<file path="config.mk">
export PLATFORM = sky130hd
export DESIGN_NAME = loadAlign
export DESIGN_NICKNAME = d
export VERILOG_FILES = /design/src/memStagePkg.sv /design/src/loadAlign.sv
export SDC_FILE = /design/constraint.sdc
export NUM_CORES = 1
export LEC_CHECK = 0
export ABC_CLOCK_PERIOD_IN_PS = 2130
export BUFFER_PORTS_ARGS = -buffer_cell sky130_fd_sc_hd__buf_2
export CELL_PAD_IN_SITES_DETAIL_PLACEMENT = 1
export CELL_PAD_IN_SITES_GLOBAL_PLACEMENT = 2
export CORE_ASPECT_RATIO = 0.9
export CORE_MARGIN = 2
export CORE_UTILIZATION = 26
export DETAILED_ROUTE_END_ITERATION = 12
export GPL_TIMING_DRIVEN = 0
export PLACE_DENSITY_LB_ADDON = 0.1
export SETUP_SLACK_MARGIN = 0.5
export SYNTH_ARGS = -nofsm -noshare
export SYNTH_HDL_FRONTEND = slang
export SYNTH_SLANG_ARGS = --single-unit
</file>
<file path="constraint.sdc">
create_clock -name vclk -period 2.13
set_input_delay 0.3195 -clock vclk [all_inputs]
set_output_delay 0.3195 -clock vclk [all_outputs]
set_load 0.01 [all_outputs]
</file>
<file path="src/memStagePkg.sv">
// memory stage package with request structs, size codes and register offsets
`default_nettype none

package memStagePkg;

  // store size codes
  localparam logic [1:0] STORE_SW = 2'b00;
  localparam logic [1:0] STORE_SH = 2'b01;
  localparam logic [1:0] STORE_SB = 2'b10;

  // load size codes
  localparam logic [1:0] LOAD_LW = 2'b00;
  localparam logic [1:0] LOAD_LH = 2'b01;
  localparam logic [1:0] LOAD_LB = 2'b10;

  // apb register offsets
  localparam logic [3:0] REG_CTRL    = 4'h0;
  localparam logic [3:0] REG_ERRCNT  = 4'h4;
  localparam logic [3:0] REG_BADADDR = 4'h8;

  typedef struct packed {
    logic       dmWr;
    logic [1:0] leftOrRight; // 10 swl, 01 swr, 00 plain
    logic [1:0] size;
  } storeType_t;

  typedef struct packed {
    logic       dmRd;
    logic [1:0] leftOrRight; // 10 lwl, 01 lwr, 00 plain
    logic [1:0] size;
    logic       sign;        // 1 for lb/lh
  } loadType_t;

  typedef struct packed {
    logic [31:0] addr;
    storeType_t  storeType;
    loadType_t   loadType;
    logic [31:0] wdata;      // rt value for stores
    logic [31:0] rtOld;      // old rt for lwl/lwr
  } memReq_t;

  // held across the ram read cycle
  typedef struct packed {
    loadType_t   loadType;
    logic [1:0]  addrLow;
    logic [31:0] rtOld;
  } loadCtx_t;

endpackage

`default_nettype wire
</file>
<file path="src/loadAlign.sv">
// load aligner with byte/half extraction, sign or zero extension and lwl/lwr merge
`timescale 1ns/10ps
`default_nettype none

module loadAlign import memStagePkg::*; (
  input  loadCtx_t    ctx,
  input  logic [31:0] ramWord,
  output logic [31:0] loadData
);

  logic [7:0]  byteSel;
  logic [15:0] halfSel;
  logic [31:0] rtOld;

  assign rtOld   = ctx.rtOld;
  assign byteSel = ramWord[{ctx.addrLow, 3'b000} +: 8];
  assign halfSel = ctx.addrLow[1] ? ramWord[31:16] : ramWord[15:0];

  always_comb begin
    loadData = ramWord;
    case (ctx.loadType.leftOrRight)
      2'b10: begin // lwl, fills high bytes of rt
        case (ctx.addrLow)
          2'b00:   loadData = {ramWord[7:0], rtOld[23:0]};
          2'b01:   loadData = {ramWord[15:0], rtOld[15:0]};
          2'b10:   loadData = {ramWord[23:0], rtOld[7:0]};
          default: loadData = ramWord;
        endcase
      end
      2'b01: begin // lwr, fills low bytes of rt
        case (ctx.addrLow)
          2'b00:   loadData = ramWord;
          2'b01:   loadData = {rtOld[31:24], ramWord[31:8]};
          2'b10:   loadData = {rtOld[31:16], ramWord[31:16]};
          default: loadData = {rtOld[31:8], ramWord[31:24]};
        endcase
      end
      2'b00: begin
        case (ctx.loadType.size)
          LOAD_LW: loadData = ramWord;
          LOAD_LH: begin
            if (ctx.loadType.sign) begin
              loadData = {{16{halfSel[15]}}, halfSel};
            end else begin
              loadData = {16'b0, halfSel};
            end
          end
          LOAD_LB: begin
            if (ctx.loadType.sign) begin
              loadData = {{24{byteSel[7]}}, byteSel};
            end else begin
              loadData = {24'b0, byteSel};
            end
          end
          default: loadData = ramWord;
        endcase
      end
      default: loadData = ramWord; // 11 is not a load kind
    endcase
  end

endmodule

`default_nettype wire

</file>
==> impl_metrics.py <==
metrics = {
    "run_status": {
        "outcome": "complete, but fails checks",
        "violations": "negative setup slack",
    },
    "placement": {
        "placed_cells": 603,
        "detailedPlacementHpwl_um": 10700,
        "numPortBuffers": 101,
        "gpl.final_weighted_congestion": 0.848,
    },
    "finish": {
        "antennaDiodeCount": 0,
        "layout.area.seq_um2": 0,
        "layout-drive-gt1-share": 0.576,
        "finish.cell_count_without_fillers": 635,
        "sequential_cell_count": 0,
        "areaGrowthSynthToFinish_pct": 88.5,
        "n_clock_buffer": 0,
        "final_net_count": 585,
    },
    "worst_setup_path": {
        "crit_type": "input pin to output port",
        "worst_ep_arrival_time_ps": 1830,
        "critPathLaunchType": "input pin",
        "crit_path_max_fanout": 5,
        "critical_path_required_ps": 1810,
        "timing.critical_path.to_type": "output port",
    },
    "power": {
        "power_density_nw_per_um2": 287,
        "cell_leakage_power_nw": 1.95,
        "vdd_ir_drop_max_mv": 0.107,
    },
    "synth": {
        "synth_top_area_cell": "mux2i_1",
        "synthesis.yosys.warnings": 0,
        "syn_avg_cell_area_um2": 6.73,
        "synth.cells.most_frequent": "46 x mux2i_1, 43 x nor2_1, 31 x o21ai_0, 27 x nand2_1, 22 x mux2_2",
        "synth.most_common_cell": "mux2i_1",
        "ys_seq_area_frac": 0,
        "postSynthNetCount": 450,
        "synthCells": 376,
        "mappedNetlistArea_um2": 2530,
        "synth.distinct_cells": 45,
        "synth_largest_type_area_fraction": 0.182,
        "synth.area.top_cells": "mux2i_1 18%, mux2_2 9.8%, nor2_1 6.4%",
    },
    "grt": {
        "grt_start_max_net_pins": 12,
        "use_met1": 0.403,
        "global_route.usage.total": 0.277,
        "grt-busiest-layer": "met2",
        "grt.overflow.total": 0,
        "first_global_vias": 3861,
        "globalRouteMet2Util": 0.448,
        "grt_pass1_wl_um": 22800,
        "met3_usage": 0.0329,
        "antenna_violations_before_repair": 0,
    },
    "sta": {
        "final-max-slew-violation-count": 0,
        "timing_worst_slew_pin_value_ps": 393,
        "fin_crit_ps": 2150,
        "hold_violations": 0,
        "slew_headroom": 0.738,
        "max_freq_mhz": 464,
        "unrepaired_setup_endpoints_after_global_routing": "yes",
        "period_utilization": 1.01,
        "finalWorstSetupSlack_ps": -24.0,
        "finalHoldWorstSlack_ps": 984,
        "setup_viol": 2,
    },
    "floorplanning": {
        "floorplan.die.width_um": 108,
        "top_level_ports": 104,
        "design.die.area_um2": 10500,
        "site_rows": 34,
        "coreArea_um2": 9570,
        "chipHeight_um": 97.6,
        "initial_core_util": 0.264,
    },
    "route": {
        "num_vias": 3837,
        "avgRoutedWirePerCell_um": 24.4,
        "detail_route.wirelength_um": 15500,
        "final_antenna_net_count": 0,
        "drt-initial-drc-count": 295,
        "drt_drc_violations_left": 0,
        "firstDrtPassIters": 5,
        "viasPerCell": 6.04,
    },
    "job": {
        "total_of_max_cap_violations": 0,
    },
    "hold_path": {
        "hp-class": "input pin to output port",
    },
}
[critical path, stage by stage]
cell and delay (ps):
buf_12 80, mux4_2 580, buf_6 160, mux2_4 250
a221o_1 300, buf_2 140
[cell type report]
| class | instances | area (µm²) |
|---|---|---|
| buffer | 37 | 505 |
| fill | 1137 | 4800 |
| inverter | 14 | 65.1 |
| multi-input combinational | 325 | 3070 |
| tap | 126 | 158 |
| timing repair buffer | 133 | 975 |
[report_power, final]
group          leakage (nW)  total, mW  switching, mW  internal, mW
sequential                0          0              0             0
clock                     0          0              0             0
combinational          1.95       1.37          0.712         0.655
[logic make-up (layout without fill, tap and decap cells)]
group,Yosys count,after routing,synth area share
AND/OR/NAND/NOR,100,100,0.179
adder cells (fa/ha/maj),2,2,0.00989
AO/OA/AOI/OAI,152,152,0.418
multiplexers,71,71,0.307
buffers and inverters,51,184,0.0860
[layer usage]
layer | part of all wire | wire (µm)
met1 | 0.45 | 7000
met2 | 0.45 | 6960
met3 | 0.083 | 1280
met4 | 0.017 | 267
met5 | 0 | 0
[metrics by stage]
step	setup slack (ps)	total power [mW]	util	TNS (ps)	cell area (µm²)
after global placement	-486	0.988	0.373	-7260	3570
after detailed placement	-531	0.998	0.373	-8120	3570
after CTS	-39.0	1.19	0.447	-39.0	4280
after global routing	-39.3	1.44	0.498	-188	4770
after floorplan	154	0.635	-	0	2910
final	-24.0	1.37	0.498	-31.5	4770
[worst paths after layout]
kind	start	slack [ps]	depth (start not counted)	end
worst max-delay path	ctx[32]	-20	6	loadData[7]
worst min-delay path	ramWord[23]	980	3	loadData[23]
[cells in the final DEF (no fill, tap or decap), types with 12 or more instances in the layout]
| master | n |
|---|---|
| a21oi_1 | 12 |
| buf_2 | 92 |
| o21ai_1 | 17 |
| a31oi_1 | 16 |
| buf_6 | 20 |
| nor2_1 | 32 |
| mux2_2 | 14 |
| nand2_1 | 25 |
| mux2i_1 | 28 |
| mux2i_4 | 16 |
| buf_4 | 19 |
[repair_timing]
item	in CTS	in global routing
setup endpoints to repair	32	32
cloned	4	4
endpoints found under the hold margin	0	0
pin swaps	16	11
hold buffers	0	0
gates resized for setup	116	84
setup buffers	17	7
Note: power is estimated with default switching activity, not from simulation.
