[src/memStagePkg.sv]
// memory stage package with request structs, size codes and register offsets
`default_nettype none

package memStagePkg;

  // store size codes
  localparam logic [1:0] STORE_SW = 2'b00;
  localparam logic [1:0] STORE_SH = 2'b01;
  localparam logic [1:0] STORE_SB = 2'b10;

  // load size codes
  localparam logic [1:0] LOAD_LW = 2'b00;
  localparam logic [1:0] LOAD_LH = 2'b01;
  localparam logic [1:0] LOAD_LB = 2'b10;

  // apb register offsets
  localparam logic [3:0] REG_CTRL    = 4'h0;
  localparam logic [3:0] REG_ERRCNT  = 4'h4;
  localparam logic [3:0] REG_BADADDR = 4'h8;

  typedef struct packed {
    logic       dmWr;
    logic [1:0] leftOrRight; // 10 swl, 01 swr, 00 plain
    logic [1:0] size;
  } storeType_t;

  typedef struct packed {
    logic       dmRd;
    logic [1:0] leftOrRight; // 10 lwl, 01 lwr, 00 plain
    logic [1:0] size;
    logic       sign;        // 1 for lb/lh
  } loadType_t;

  typedef struct packed {
    logic [31:0] addr;
    storeType_t  storeType;
    loadType_t   loadType;
    logic [31:0] wdata;      // rt value for stores
    logic [31:0] rtOld;      // old rt for lwl/lwr
  } memReq_t;

  // held across the ram read cycle
  typedef struct packed {
    loadType_t   loadType;
    logic [1:0]  addrLow;
    logic [31:0] rtOld;
  } loadCtx_t;

endpackage

`default_nettype wire
[src/storeAlign.sv]
// store aligner producing byte enables and placed data for sb, sh, sw, swl and swr
`timescale 1ns/10ps
`default_nettype none

module storeAlign import memStagePkg::*; (
  input  storeType_t  storeType,
  input  logic [1:0]  addrLow,
  input  logic [31:0] wdata,
  output logic [3:0]  byteWen,
  output logic [31:0] storeData
);

  always_comb begin
    byteWen   = 4'b0000;
    storeData = '0;
    if (storeType.dmWr) begin
      case (storeType.leftOrRight)
        2'b10: begin // swl, high bytes of rt at and below addr
          case (addrLow)
            2'b00: begin
              byteWen   = 4'b0001;
              storeData = {24'b0, wdata[31:24]};
            end
            2'b01: begin
              byteWen   = 4'b0011;
              storeData = {16'b0, wdata[31:16]};
            end
            2'b10: begin
              byteWen   = 4'b0111;
              storeData = {8'b0, wdata[31:8]};
            end
            default: begin
              byteWen   = 4'b1111;
              storeData = wdata;
            end
          endcase
        end
        2'b01: begin // swr, low bytes of rt at and above addr
          byteWen   = 4'b1111 << addrLow;
          storeData = wdata << {addrLow, 3'b000};
        end
        2'b00: begin
          case (storeType.size)
            STORE_SW: begin
              byteWen   = 4'b1111;
              storeData = wdata;
            end
            STORE_SH: begin // only addr[1] picks the half
              byteWen   = addrLow[1] ? 4'b1100 : 4'b0011;
              storeData = {wdata[15:0], wdata[15:0]};
            end
            STORE_SB: begin
              byteWen   = 4'b0001 << addrLow;
              storeData = {4{wdata[7:0]}};
            end
            default: begin
              byteWen   = 4'b0000;
              storeData = '0;
            end
          endcase
        end
        default: begin
          byteWen   = 4'b0000;
          storeData = '0;
        end
      endcase
    end
  end

  // swl and swr are exclusive encodings
  always_comb begin
    if (storeType.dmWr) begin
      assert (storeType.leftOrRight != 2'b11)
        else $error("storeAlign: leftOrRight 11 on a store");
    end
  end

endmodule

`default_nettype wire

[config.mk]
export PLATFORM = sky130hd
export DESIGN_NAME = storeAlign
export DESIGN_NICKNAME = d
export VERILOG_FILES = /design/src/memStagePkg.sv /design/src/storeAlign.sv
export SDC_FILE = /design/constraint.sdc
export NUM_CORES = 1
export LEC_CHECK = 0
export BUFFER_PORTS_ARGS = -buffer_cell sky130_fd_sc_hd__buf_2
export CAP_MARGIN = 20
export CORE_MARGIN = 2
export CORE_UTILIZATION = 45
export DETAILED_ROUTE_END_ITERATION = 10
export GPL_TIMING_DRIVEN = 0
export PLACE_DENSITY = 0.88
export SLEW_MARGIN = 20
export SYNTH_ARGS = -nofsm -noshare
export SYNTH_HDL_FRONTEND = slang
export SYNTH_SLANG_ARGS = --single-unit
[constraint.sdc]
create_clock -name vclk -period 3.6
set_input_delay 0.54 -clock vclk [all_inputs]
set_output_delay 0.54 -clock vclk [all_outputs]
set_load 0.02 [all_outputs]
==> results.py <==
metrics = {
    "run_status": {
        "outcome": "finished clean",
    },
    "job": {
        "cap_violations": 0,
    },
    "power_and_ir_drop": {
        "total_leakage_power_uw": 0.00100,
        "max_vdd_drop_uv": 72.1,
        "pwr_density_cell_nw_per_um2": 137,
    },
    "worst_setup_path": {
        "timing.setup.critical_path_class": "in2out",
        "crit_arrival_ns": 2.18,
        "setup.worst_path.end_class": "output pin",
        "timing.critical_path.fanout_max": 10,
        "critical_path_required_ns": 3.06,
        "cp-startpoint": "addrLow[0]",
        "start_kind": "primary input",
    },
    "floorplanning": {
        "num_rows": 22,
        "die_w_um": 66.6,
        "fp.coreArea_um2": 3720,
        "floorplan.initialDensity_pct": 47.4,
        "die_area_um2": 4430,
        "floorplan.die.height_um": 66.6,
        "pin_count": 75,
    },
    "layout": {
        "final_nets": 375,
        "final_layout_size_suffix_gt1_share_pct": 34.4,
        "fin_area_um2": 2190,
        "layout-area-overhead-vs-synth_pct": 24.1,
        "reg_area_um2": 0,
        "num_antenna_cells": 0,
        "final.clkbuf_count": 0,
        "numSequentialCells": 0,
    },
    "timing": {
        "timing.max_slew.rel_slack_pct": 43.7,
        "whs_ns": 1.43,
        "drv_slew": 0,
        "finalHoldViolations": 0,
        "finalSetupViolations": 0,
        "fin_setup_tns_ns": 0,
        "worst_slew_pin_slew_ns": 0.843,
        "layout_min_cycle_time_ns": 2.72,
        "post-route-period-util_pct": 75.5,
        "maximum_frequency_from_static_timing_analysis_ghz": 0.368,
        "grt_setup_unrepaired": "false",
    },
    "synth": {
        "synth.mux.area_fraction_pct": 14.6,
        "synth_fa_ha_area_share_pct": 0,
        "synth_compound_area_share_pct": 50.0,
        "synth_cells": 261,
        "netlist_area_um2": 1760,
        "dominant_combinational_cell_family_by_area_after_synthesis": "compound AO/OA/AOI/OAI gates",
        "yosysWarnings": 0,
        "ys_types": 46,
        "syn_nets": 300,
        "simple_gate_share_of_the_synthesized_area_pct": 25.8,
        "ys_seq_area_share_pct": 0,
        "syn-mean-instance-area_um2": 6.75,
        "synthXorXnorAreaFrac_pct": 0,
    },
    "global_route": {
        "grt_first_pass_wirelength_um": 10700,
        "grt_overflow": 0,
        "antenna_violations_before_repair": 0,
        "grt_start_max_net_pins": 11,
        "grtUsageTotal_pct": 30.4,
        "first_global_vias": 2302,
    },
    "min_path": {
        "whs_endpoint": "byteWen[3]",
        "hold_class": "in2out",
        "hold_path_depth": 3,
        "min_from": "storeType[4]",
    },
    "drt": {
        "drt_drc_violations_left": 0,
        "post_drt_via_cell_ratio": 6.69,
        "drt-total-wl_um": 7080,
        "drt-initial-drc-count": 501,
        "detailroute.via_count": 2557,
        "drtPass1Iterations": 6,
        "routedWlPerCell_um": 18.5,
        "antenna_violating_nets_post_route": 0,
    },
    "placement": {
        "place_hpwl_um": 4900,
        "detailed_place.area_um2": 2190,
        "place.port_buffers": 73,
        "gpl.final_weighted_congestion": 0.951,
    },
    "cts": {
        "post_cts_hold_buffer_count": 0,
        "post_cts_buffers": 0,
        "cts_repair_resize_count": 0,
    },
}
Yosys cell counts, drive strengths merged (4+ instances only):
master | count | area, um^2
buf | 21 | 130
a222oi | 13 | 130
clkbuf | 7 | 27.5
a22o | 8 | 70.1
or3b | 6 | 52.6
mux2 | 14 | 158
mux2i | 10 | 100
o21a | 4 | 31.3
and2 | 8 | 50.1
nor2b | 14 | 87.6
o2bb2ai | 8 | 70.1
a21o | 8 | 60.1
o221a | 6 | 67.6
o21ai | 16 | 80.1
nor2 | 31 | 116
nand2 | 19 | 71.3
nand2b | 4 | 25.0
a21oi | 28 | 140
a22oi | 8 | 60.1
cells by family (layout without fill, tap and decap cells):
logic type	Yosys count	in the layout
AOI/OAI and AO/OA	116	116
buffers and inverters	31	104
muxes	24	24
and+or+nand+nor	90	90
per-stage QoR:
step | power (uW) | cells | utilization [%] | setup slack (ns)
3_5_place_dp | 290 | 382 | 58.9 | 0.958
5_1_grt | 319 | 382 | 58.9 | 0.796
2_1_floorplan | 193 | 261 | - | 1.29
4_1_cts | 291 | 382 | 58.9 | 0.959
6_report | 300 | 382 | 58.9 | 0.880
3_3_place_gp | 286 | 382 | 58.9 | 0.941
cell usage in the layout, fill, tap and decap left out, types with 2 or more instances in the layout:
| cell type | Yosys | final |
|---|---|---|
| a211oi_1 | 2 | 2 |
| a21o_1 | 8 | 8 |
| a21oi_1 | 28 | 28 |
| a222oi_1 | 13 | 13 |
| a22o_1 | 8 | 8 |
| a22oi_1 | 8 | 8 |
| a31oi_1 | 2 | 2 |
| and2_1 | 8 | 8 |
| buf_2 | 14 | 87 |
| buf_4 | 3 | 3 |
| buf_6 | 3 | 3 |
| clkbuf_1 | 6 | 6 |
| inv_1 | 3 | 3 |
| mux2_1 | 6 | 6 |
| mux2_2 | 8 | 8 |
| mux2i_1 | 10 | 10 |
| nand2_1 | 19 | 19 |
| nand2b_1 | 4 | 4 |
| nand3b_1 | 2 | 2 |
| nor2_1 | 31 | 31 |
| nor2b_1 | 14 | 14 |
| nor3_1 | 2 | 2 |
| o21a_1 | 3 | 3 |
| o21ai_0 | 16 | 16 |
| o21bai_1 | 2 | 2 |
| o221a_2 | 6 | 6 |
| o2bb2ai_1 | 8 | 8 |
| or3b_1 | 6 | 6 |
report_power, final:
| group | total, uW | internal (uW) | switching, uW |
|---|---|---|---|
| Clock | 0 | 0 | 0 |
| Combinational | 300 | 117 | 183 |
| Sequential | 0 | 0 | 0 |
cell type report:
type | instances | area, um^2
fill | 369 | 1530
buffer | 28 | 158
timing repair buffer | 73 | 365
inverter | 3 | 11.3
tap | 48 | 60.1
multi-input combinational | 230 | 1590
worst max-delay path, cell delays in order:
cell and delay (ns):
buf_2 0.14, buf_6 0.16, nor2b_1 0.66, and2_1 0.21, o21ai_0 0.07, a21oi_1 0.19, buf_2 0.19
metal layers:
layer | vias to the layer above | share of wire (%) | track usage, %
li1 | 1159 | - | -
met1 | 1132 | 39 | 39.7
met2 | 236 | 45 | 49.0
met3 | 30 | 13 | 6.25
met4 | 0 | 2.4 | 11.0
met5 | - | 0 | 0
worst max-delay path by stage:
stage,slack [ns],cells after the start,end
after global routing,0.80,7,storeData[20]
after detailed placement,0.96,7,storeData[20]
after CTS,0.96,7,storeData[20]
after global placement,0.94,7,storeData[20]
final,0.88,7,storeData[20]
after floorplan,1.29,5,storeData[16]
No activity file was read; power rests on OpenSTA's default activity.
