<file path="src/memStagePkg.sv">
// memory stage package with request structs, size codes and register offsets
`default_nettype none

package memStagePkg;

  // store size codes
  localparam logic [1:0] STORE_SW = 2'b00;
  localparam logic [1:0] STORE_SH = 2'b01;
  localparam logic [1:0] STORE_SB = 2'b10;

  // load size codes
  localparam logic [1:0] LOAD_LW = 2'b00;
  localparam logic [1:0] LOAD_LH = 2'b01;
  localparam logic [1:0] LOAD_LB = 2'b10;

  // apb register offsets
  localparam logic [3:0] REG_CTRL    = 4'h0;
  localparam logic [3:0] REG_ERRCNT  = 4'h4;
  localparam logic [3:0] REG_BADADDR = 4'h8;

  typedef struct packed {
    logic       dmWr;
    logic [1:0] leftOrRight; // 10 swl, 01 swr, 00 plain
    logic [1:0] size;
  } storeType_t;

  typedef struct packed {
    logic       dmRd;
    logic [1:0] leftOrRight; // 10 lwl, 01 lwr, 00 plain
    logic [1:0] size;
    logic       sign;        // 1 for lb/lh
  } loadType_t;

  typedef struct packed {
    logic [31:0] addr;
    storeType_t  storeType;
    loadType_t   loadType;
    logic [31:0] wdata;      // rt value for stores
    logic [31:0] rtOld;      // old rt for lwl/lwr
  } memReq_t;

  // held across the ram read cycle
  typedef struct packed {
    loadType_t   loadType;
    logic [1:0]  addrLow;
    logic [31:0] rtOld;
  } loadCtx_t;

endpackage

`default_nettype wire
</file>
<file path="src/memStageRegs.sv">
// APB register block with error enable, saturating error count and bad address
`timescale 1ns/10ps
`default_nettype none

module memStageRegs import memStagePkg::*; (
  input  logic        clk,
  input  logic        rstN,
  input  logic [3:0]  paddr,
  input  logic        psel,
  input  logic        penable,
  input  logic        pwrite,
  input  logic [31:0] pwdata,
  output logic [31:0] prdata,
  output logic        pready,
  output logic        pslverr,
  input  logic        errPulse,
  input  logic [31:0] errAddr,
  output logic        errEnable
);

  logic        wrEn;
  logic [15:0] errCount;
  logic [31:0] badAddr;

  assign wrEn    = psel & penable & pwrite; // access phase write
  assign pready  = 1'b1;
  assign pslverr = 1'b0;

  always_ff @(posedge clk) begin
    if (!rstN) begin
      errEnable <= 1'b0;
      errCount  <= '0;
      badAddr   <= '0;
    end else begin
      if (wrEn && (paddr == REG_CTRL)) begin
        errEnable <= pwdata[0];
      end
      if (wrEn && (paddr == REG_ERRCNT)) begin
        errCount <= {15'b0, errPulse}; // clear, then count this one
      end else if (errPulse && (errCount != 16'hffff)) begin
        errCount <= errCount + 16'd1;
      end
      if (errPulse) begin
        badAddr <= errAddr;
      end
    end
  end

  always_comb begin
    prdata = '0;
    if (psel) begin
      case (paddr)
        REG_CTRL:    prdata = {31'b0, errEnable};
        REG_ERRCNT:  prdata = {16'b0, errCount};
        REG_BADADDR: prdata = badAddr;
        default:     prdata = '0;
      endcase
    end
  end

  penableNeedsPsel: assert property (@(posedge clk) disable iff (!rstN)
    penable |-> psel)
    else $error("memStageRegs: penable without psel");

endmodule

`default_nettype wire

</file>
<file path="config.mk">
export PLATFORM = sky130hd
export DESIGN_NAME = memStageRegs
export DESIGN_NICKNAME = d
export VERILOG_FILES = /design/src/memStagePkg.sv /design/src/memStageRegs.sv
export SDC_FILE = /design/constraint.sdc
export NUM_CORES = 1
export LEC_CHECK = 0
export ABC_CLOCK_PERIOD_IN_PS = 2300
export CAP_MARGIN = 15
export CORE_MARGIN = 2
export CORE_UTILIZATION = 35
export DETAILED_ROUTE_END_ITERATION = 7
export DONT_BUFFER_PORTS = 1
export GPL_TIMING_DRIVEN = 0
export PLACE_DENSITY = 0.5
export SETUP_SLACK_MARGIN = 0.02
export SLEW_MARGIN = 20
export SYNTH_ARGS = -nofsm -noshare
export SYNTH_HDL_FRONTEND = slang
export SYNTH_SLANG_ARGS = --single-unit
</file>
<file path="constraint.sdc">
create_clock -name clk -period 2.3 [get_ports clk]
set_clock_uncertainty 0.05 [all_clocks]
set_input_delay 0 -clock clk [delete_from_list [all_inputs] [get_ports clk]]
set_output_delay 0 -clock clk [all_outputs]
set_load 0.03 [all_outputs]
</file>
==> metrics.md, run 1 <==
| Metric | Value |
|---|---|
| Worst vdd ir | `0.361 mV` |
| Initial antenna violation count | `0` |
| Vias | `2193` |
| N_diodes | `0` |
| Mapped Area | `0.00240 mm^2` |
| Final setup fails | `0` |
| Hpwl dp | `4420 um` |
| Starting Density | `35.8%` |
| Final hold violation count | `0` |
| Core ar. | `0.00672 mm^2` |
| Crit path launch type | `flip-flop` |
| Final Max Tran Viols | `0` |
| Die width | `86.8 um` |
| Total wire length | `6320 um` |
| Post-synth net total | `354` |
| Crit end category | `flip-flop` |
| Final Cycle Share | `93.4%` |
| Critical path class | `reg2reg` |
| Max-Cap Viols | `0` |
| Layout cells sized above 1 | `6.83%` |
| Synth top area cells | `dfxtp_1 (41%), mux2i_1 (15%), nor2_1 (7.8%), and3_1 (4.9%), a22oi_1 (4.7%)` |
| Port Buffers | `0` |
| Synth cell types | `41` |
| Number of flops mapped to enable cells by yosys | `0` |
| Commonest cells after routing, fill and taps aside | `nor2_1 (50), dfxtp_1 (49), mux2i_1 (35), dlygate4sd3_1 (35), and3_1 (19)` |
| Seq/Total Area, Yosys | `40.8%` |
| Top cell type's share of synthesized area | `40.8%` |
| Drt pass-1 iters | `4` |
| Area Growth Syn to Fin | `23.9%` |
| Routed wire per std cell | `15.7 um` |
| Worst EP required | `2500 ps` |
| Leading area contributor after synthesis | `dfxtp_1` |
| Total Power | `1730 uW` |
| Yosys reg bits | `49` |
| Tightest Pin Transition | `791 ps` |
| Root Buffer | `clkbuf_8` |
| Sink Count | `49` |
| Syn Inst Count | `279` |
| Die area | `0.00754 mm^2` |
| Worst-Skew Late Latency | `300 ps` |
| First-pass GRT wire length | `10300 um` |
| GRT Overall Usage | `17.3%` |
| Height of the chip | `86.8 um` |
| Routed Antenna Nets | `0` |
| Most used DFF post-synth | `dfxtp_1` |
| LEAKAGE | `0.00116 uW` |
| CTS tree | `done` |
| Gr ovfl total | `0` |
| Tmin final | `2150 ps` |
| Vias in the first global route | `2148` |
| Max Clock Freq | `465 MHz` |
| Largest net degree at the start of global routing | `15` |
| Avg Cell Area, Syn | `8.61 um^2` |
| Num rows | `30` |
| CTS buffer count | `5` |
| Slew HR | `47.3%` |
| Worst path arrival time | `2350 ps` |
| # Post-CTS Setup Buffers | `0` |
| Status | `finished, final reports clean` |
| Final GP Congestion | `0.793` |
| Max H-tree Level | `2` |
| # DRC | `0` |
| # IOs | `109` |
| Tightest Hold Check Type | `in2reg` |
| Post-DR vias/cell | `5.46` |
| Share of synthesized registers carrying an async set or reset | `0%` |
| Ys Warns | `0` |
| Clk slew on worst S/H paths | `90 ps` |
| Power Density | `582 mW/mm^2` |
| Fin Setup TNS | `0 ps` |
| Longest Clk Path Bufs | `2` |
| Critical path fanouts, max | `8` |
| Layout Nets | `396` |
| Initial drt markers | `84` |
| Commonest non-fill, non-tap cell in the layout | `nor2_1` |
| RSZ-0062 raised after global routing | `false` |
-- worst max-delay path: stages (launching register included) --
cell and delay, ps:
dfxtp_1 490, nand4_2 200, or4_1 560, buf_2 180
or4_4 480, a21oi_2 150
-- kinds of logic after synthesis --
family | share of synthesized area, %
flip-flops | 40.8
adder cells (fa/ha/maj) | 0.521
multiplexers | 14.6
AND/OR/NAND/NOR | 26.0
AO/OA/AOI/OAI | 13.8
other | 0.313
buffers and inverters | 4.01
-- layout make-up --
| cell class | count | area, um^2 |
|---|---|---|
| inverters | 4 | 15.0 |
| fillers | 679 | 3740 |
| multi-input cells | 208 | 1330 |
| flip-flops and latches | 49 | 981 |
| well taps | 80 | 100 |
| clock buffers | 7 | 86.3 |
| clock inverters | 1 | 30.0 |
| plain buffers | 18 | 81.3 |
| repair buffers | 35 | 350 |
-- final timing paths --
kind | from | end | slack [ps] | cells after the start
worst min register to register | badAddr[28]$_SDFFE_PN0P_ | badAddr[28]$_SDFFE_PN0P_ | 440 | 2
worst max-delay path | errCount[2]$_SDFFE_PP0P_ | errCount[15]$_SDFFE_PP0P_ | 150 | 5
worst max register to register | errCount[2]$_SDFFE_PP0P_ | errCount[15]$_SDFFE_PP0P_ | 150 | 5
worst min-delay path | psel | errCount[0]$_SDFFE_PN0P_ | 30 | 4
-- registers in the layout, summed over array words and instances (netlist names) --
| register | flops |
|---|---|
| errCount | 16 |
| errEnable | 1 |
| badAddr | 32 |
-- metrics by stage --
stage          cell area (um^2)  instances  hold slack [ps]  setup WS [ps]  util, %
2_1_floorplan              2400        279             77.9            377        -
5_1_grt                    2980        402             51.5           35.3     44.3
3_3_place_gp               2500        359             83.9           47.5     37.2
4_1_cts                    2980        402             7.57            156     44.3
6_report                   2980        402             28.2            151     44.3
3_5_place_dp               2500        359             84.5          -22.3     37.2
-- routing by layer --
metal	track usage [%]	share of wire, %
met2	28.7	48
met5	0	0
met3	3.81	5.8
met1	22.6	46
met4	4.83	0.92
-- cell usage after synthesis (all sizes together) (3+ instances only) --
cell type   n
nor2       50
dfxtp      49
mux2i      35
and3       19
a22oi      15
a21oi      13
clkbuf     13
nand2      13
o21ai       8
or4         8
nand3       7
o31ai       6
or3         6
buf         5
nand4       4
inv         3
nor3        3
-- power by group --
group | internal (uW) | leakage (uW) | total (uW) | switching (uW)
combinational | 90.8 | 0.000703 | 181 | 90.1
sequential | 884 | 0.000402 | 904 | 20.0
clock | 355 | 0.0000585 | 647 | 292
-- repair_timing --
action,in CTS,in global routing
resized for setup,1,0
endpoints found under the setup margin,2,0
hold buffers,35,0
hold endpoints to repair,36,0
Power figures use the tool's default switching activity.
==> inputs of run 2 (changes only) <==
--- a/config.mk
+++ b/config.mk
@@ -9,10 +9,11 @@
 export CAP_MARGIN = 15
 export CORE_MARGIN = 2
-export CORE_UTILIZATION = 35
+export CORE_UTILIZATION = 50
 export DETAILED_ROUTE_END_ITERATION = 7
 export DONT_BUFFER_PORTS = 1
 export GPL_TIMING_DRIVEN = 0
-export PLACE_DENSITY = 0.5
+export PLACE_DENSITY = 0.66
 export SETUP_SLACK_MARGIN = 0.02
+export SKIP_LAST_GASP = 1
 export SLEW_MARGIN = 20
 export SYNTH_ARGS = -nofsm -noshare
==> constraint.sdc (replaced) <==
create_clock -name clk -period 2.3 [get_ports clk]
set_clock_uncertainty 0.05 [all_clocks]
set_input_delay 0.115 -clock clk [delete_from_list [all_inputs] [get_ports clk]]
set_output_delay 0.115 -clock clk [all_outputs]
set_load 0.03 [all_outputs]
==> run 2 against run 1 <==
Net effect: design area decreased by 2.1%; routed wire length decreased by 4.5%; via count decreased by 1.0%; first-iteration DRC count increased by 88%; critical path type unchanged; critical endpoint unchanged.
==> metrics.md, run 2 (synthesis results as in run 1) <==
| Metric | Value |
|---|---|
| Final Max Tran Viols | `0` |
| Max Clock Freq | `463 MHz` |
| Layout filler cell count | `428` |
| LEAKAGE | `0.00116 uW` |
| Non-Filler Instances | `375` |
| Die width | `73.3 um` |
| Crit end category | `flip-flop` |
| GRT Overall Usage | `23.7%` |
| Fin Setup TNS | `0 ps` |
| Clk slew on worst S/H paths | `90 ps` |
| Crit path launch type | `flip-flop` |
| Commonest non-fill, non-tap cell in the layout | `nor2_1` |
| Sink Count | `49` |
| Final hold violation count | `0` |
| Status | `finished, final reports clean` |
| Vias | `2170` |
| Tightest Pin Transition | `787 ps` |
| Vias in the first global route | `2085` |
| Commonest cells after routing, fill and taps aside | `nor2_1 (50), dfxtp_1 (49), mux2i_1 (35)` |
| Max H-tree Level | `2` |
| Tmin final | `2160 ps` |
| # DRC | `0` |
| Gr ovfl total | `0` |
| Tightest Hold Check Type | `in2reg` |
| Area Growth Syn to Fin | `21.2%` |
| # IOs | `109` |
| Critical path fanouts, max | `8` |
| Top flop regs | `badAddr: 32 flops, errCount: 16 flops, errEnable: 1 flops` |
| CTS tree | `done` |
| Total wire length | `6040 um` |
| Fin util | `62.1%` |
| Largest net degree at the start of global routing | `16` |
| Worst path arrival time | `2350 ps` |
| Worst EP required | `2490 ps` |
| Routed wire per std cell | `16.1 um` |
| Fin Hold WS | `44.0 ps` |
| Height of the chip | `73.3 um` |
| Worst-Skew Late Latency | `300 ps` |
| Initial drt markers | `158` |
| Final setup fails | `0` |
| Port Buffers | `0` |
| CP Launch Point | `errCount[2]$_SDFFE_PP0P_` |
| Die area | `0.00538 mm^2` |
| Hpwl dp | `4000 um` |
| Number of flip-flops in the largest register | `32` |
| Max-Cap Viols | `0` |
| Post-DR vias/cell | `5.79` |
| R2r startpoint | `errCount[2]$_SDFFE_PP0P_` |
| N_diodes | `0` |
| Final Cycle Share | `94.0%` |
| First-pass GRT wire length | `9940 um` |
| # placed instances | `333` |
| Power Density | `544 mW/mm^2` |
| Final GP Congestion | `0.870` |
| CTS buffer count | `5` |
| Reg2reg path depth | `5` |
| # Post-CTS Setup Buffers | `0` |
| Layout Nets | `395` |
| Crit path capture | `errCount[15]$_SDFFE_PP0P_` |
| Drt pass-1 iters | `4` |
| Num rows | `25` |
| Starting Density | `51.2%` |
| Critical path class | `reg2reg` |
| Worst vdd ir | `0.371 mV` |
| Initial antenna violation count | `0` |
| Largest reg by FF count | `badAddr` |
| Routed Antenna Nets | `0` |
| Root Buffer | `clkbuf_8` |
| Longest Clk Path Bufs | `2` |
| Slew HR | `47.5%` |
| R2R Setup Slk | `140 ps` |
| FF-to-FF End | `errCount[15]$_SDFFE_PP0P_` |
| Total Power | `1580 uW` |
| RSZ-0062 raised after global routing | `false` |
| Core ar. | `0.00469 mm^2` |
| Layout cells sized above 1 | `7.17%` |
-- run 2: changes by cell type in the layout (fill, tap and decap cells not counted), sizes merged --
cell         change
bufinv           -1
clkbuf           -2
clkinv           +2
clkinvlp         +1
dlygate4sd3      -1
-- run 2: worst min path at each step --
stage,start,to,slack (ps),cells past startpoint
after floorplan,rstN,errCount[0]$_SDFFE_PN0P_,190,1
final,paddr[3],errEnable$_SDFFE_PN0P_,40,4
after global routing,paddr[3],errEnable$_SDFFE_PN0P_,80,4
after detailed placement,rstN,errCount[0]$_SDFFE_PN0P_,200,1
after global placement,rstN,errCount[0]$_SDFFE_PN0P_,200,1
after CTS,paddr[3],errEnable$_SDFFE_PN0P_,40,4
-- run 2: metal layers --
metal  vias up  part of all wire [%]  track usage, %
li1       1095                     -               -
met1      1002                    46            31.1
met2        71                    48            39.4
met3         2                   6.1            5.62
met4         0                  0.45            5.45
met5         -                     0               0
-- run 2: stage by stage --
step	setup WS, ps	instance area [um^2]
floorplan	377	2400
global placement	62.6	2470
detailed placement	-67.7	2470
CTS	157	2900
global route	43.1	2910
finish	138	2910
-- run 2: critical path: stages, from the launching register on --
cell and delay, ps:
dfxtp_1 490, nand4_2 220, or4_1 560, buf_2 170, or4_4 480, a21oi_2 140
-- run 2: where the power goes --
part           switching [uW]  leakage, uW  internal, uW  total [uW]
Sequential               21.3     0.000402           884         905
Combinational            89.6     0.000718          90.9         180
Clock                     287    0.0000439           210         497
-- run 2: cell type report --
class | count | area [um^2] | area share (%)
well taps | 54 | 67.6 | 2.32
multi-input cells | 208 | 1340 | 46.0
inverters | 4 | 15.0 | 0.516
clock buffers | 5 | 68.8 | 2.36
clock inverters | 3 | 17.5 | 0.602
repair buffers | 34 | 340 | 11.7
flip-flops and latches | 49 | 981 | 33.7
plain buffers | 18 | 81.3 | 2.79
-- run 2: what timing repair did --
item	4_1_cts	5_1_grt
endpoints found under the setup margin	2	1
gates resized for setup	1	1
hold endpoints to repair	34	0
pin swaps	0	0
hold buffers	34	0
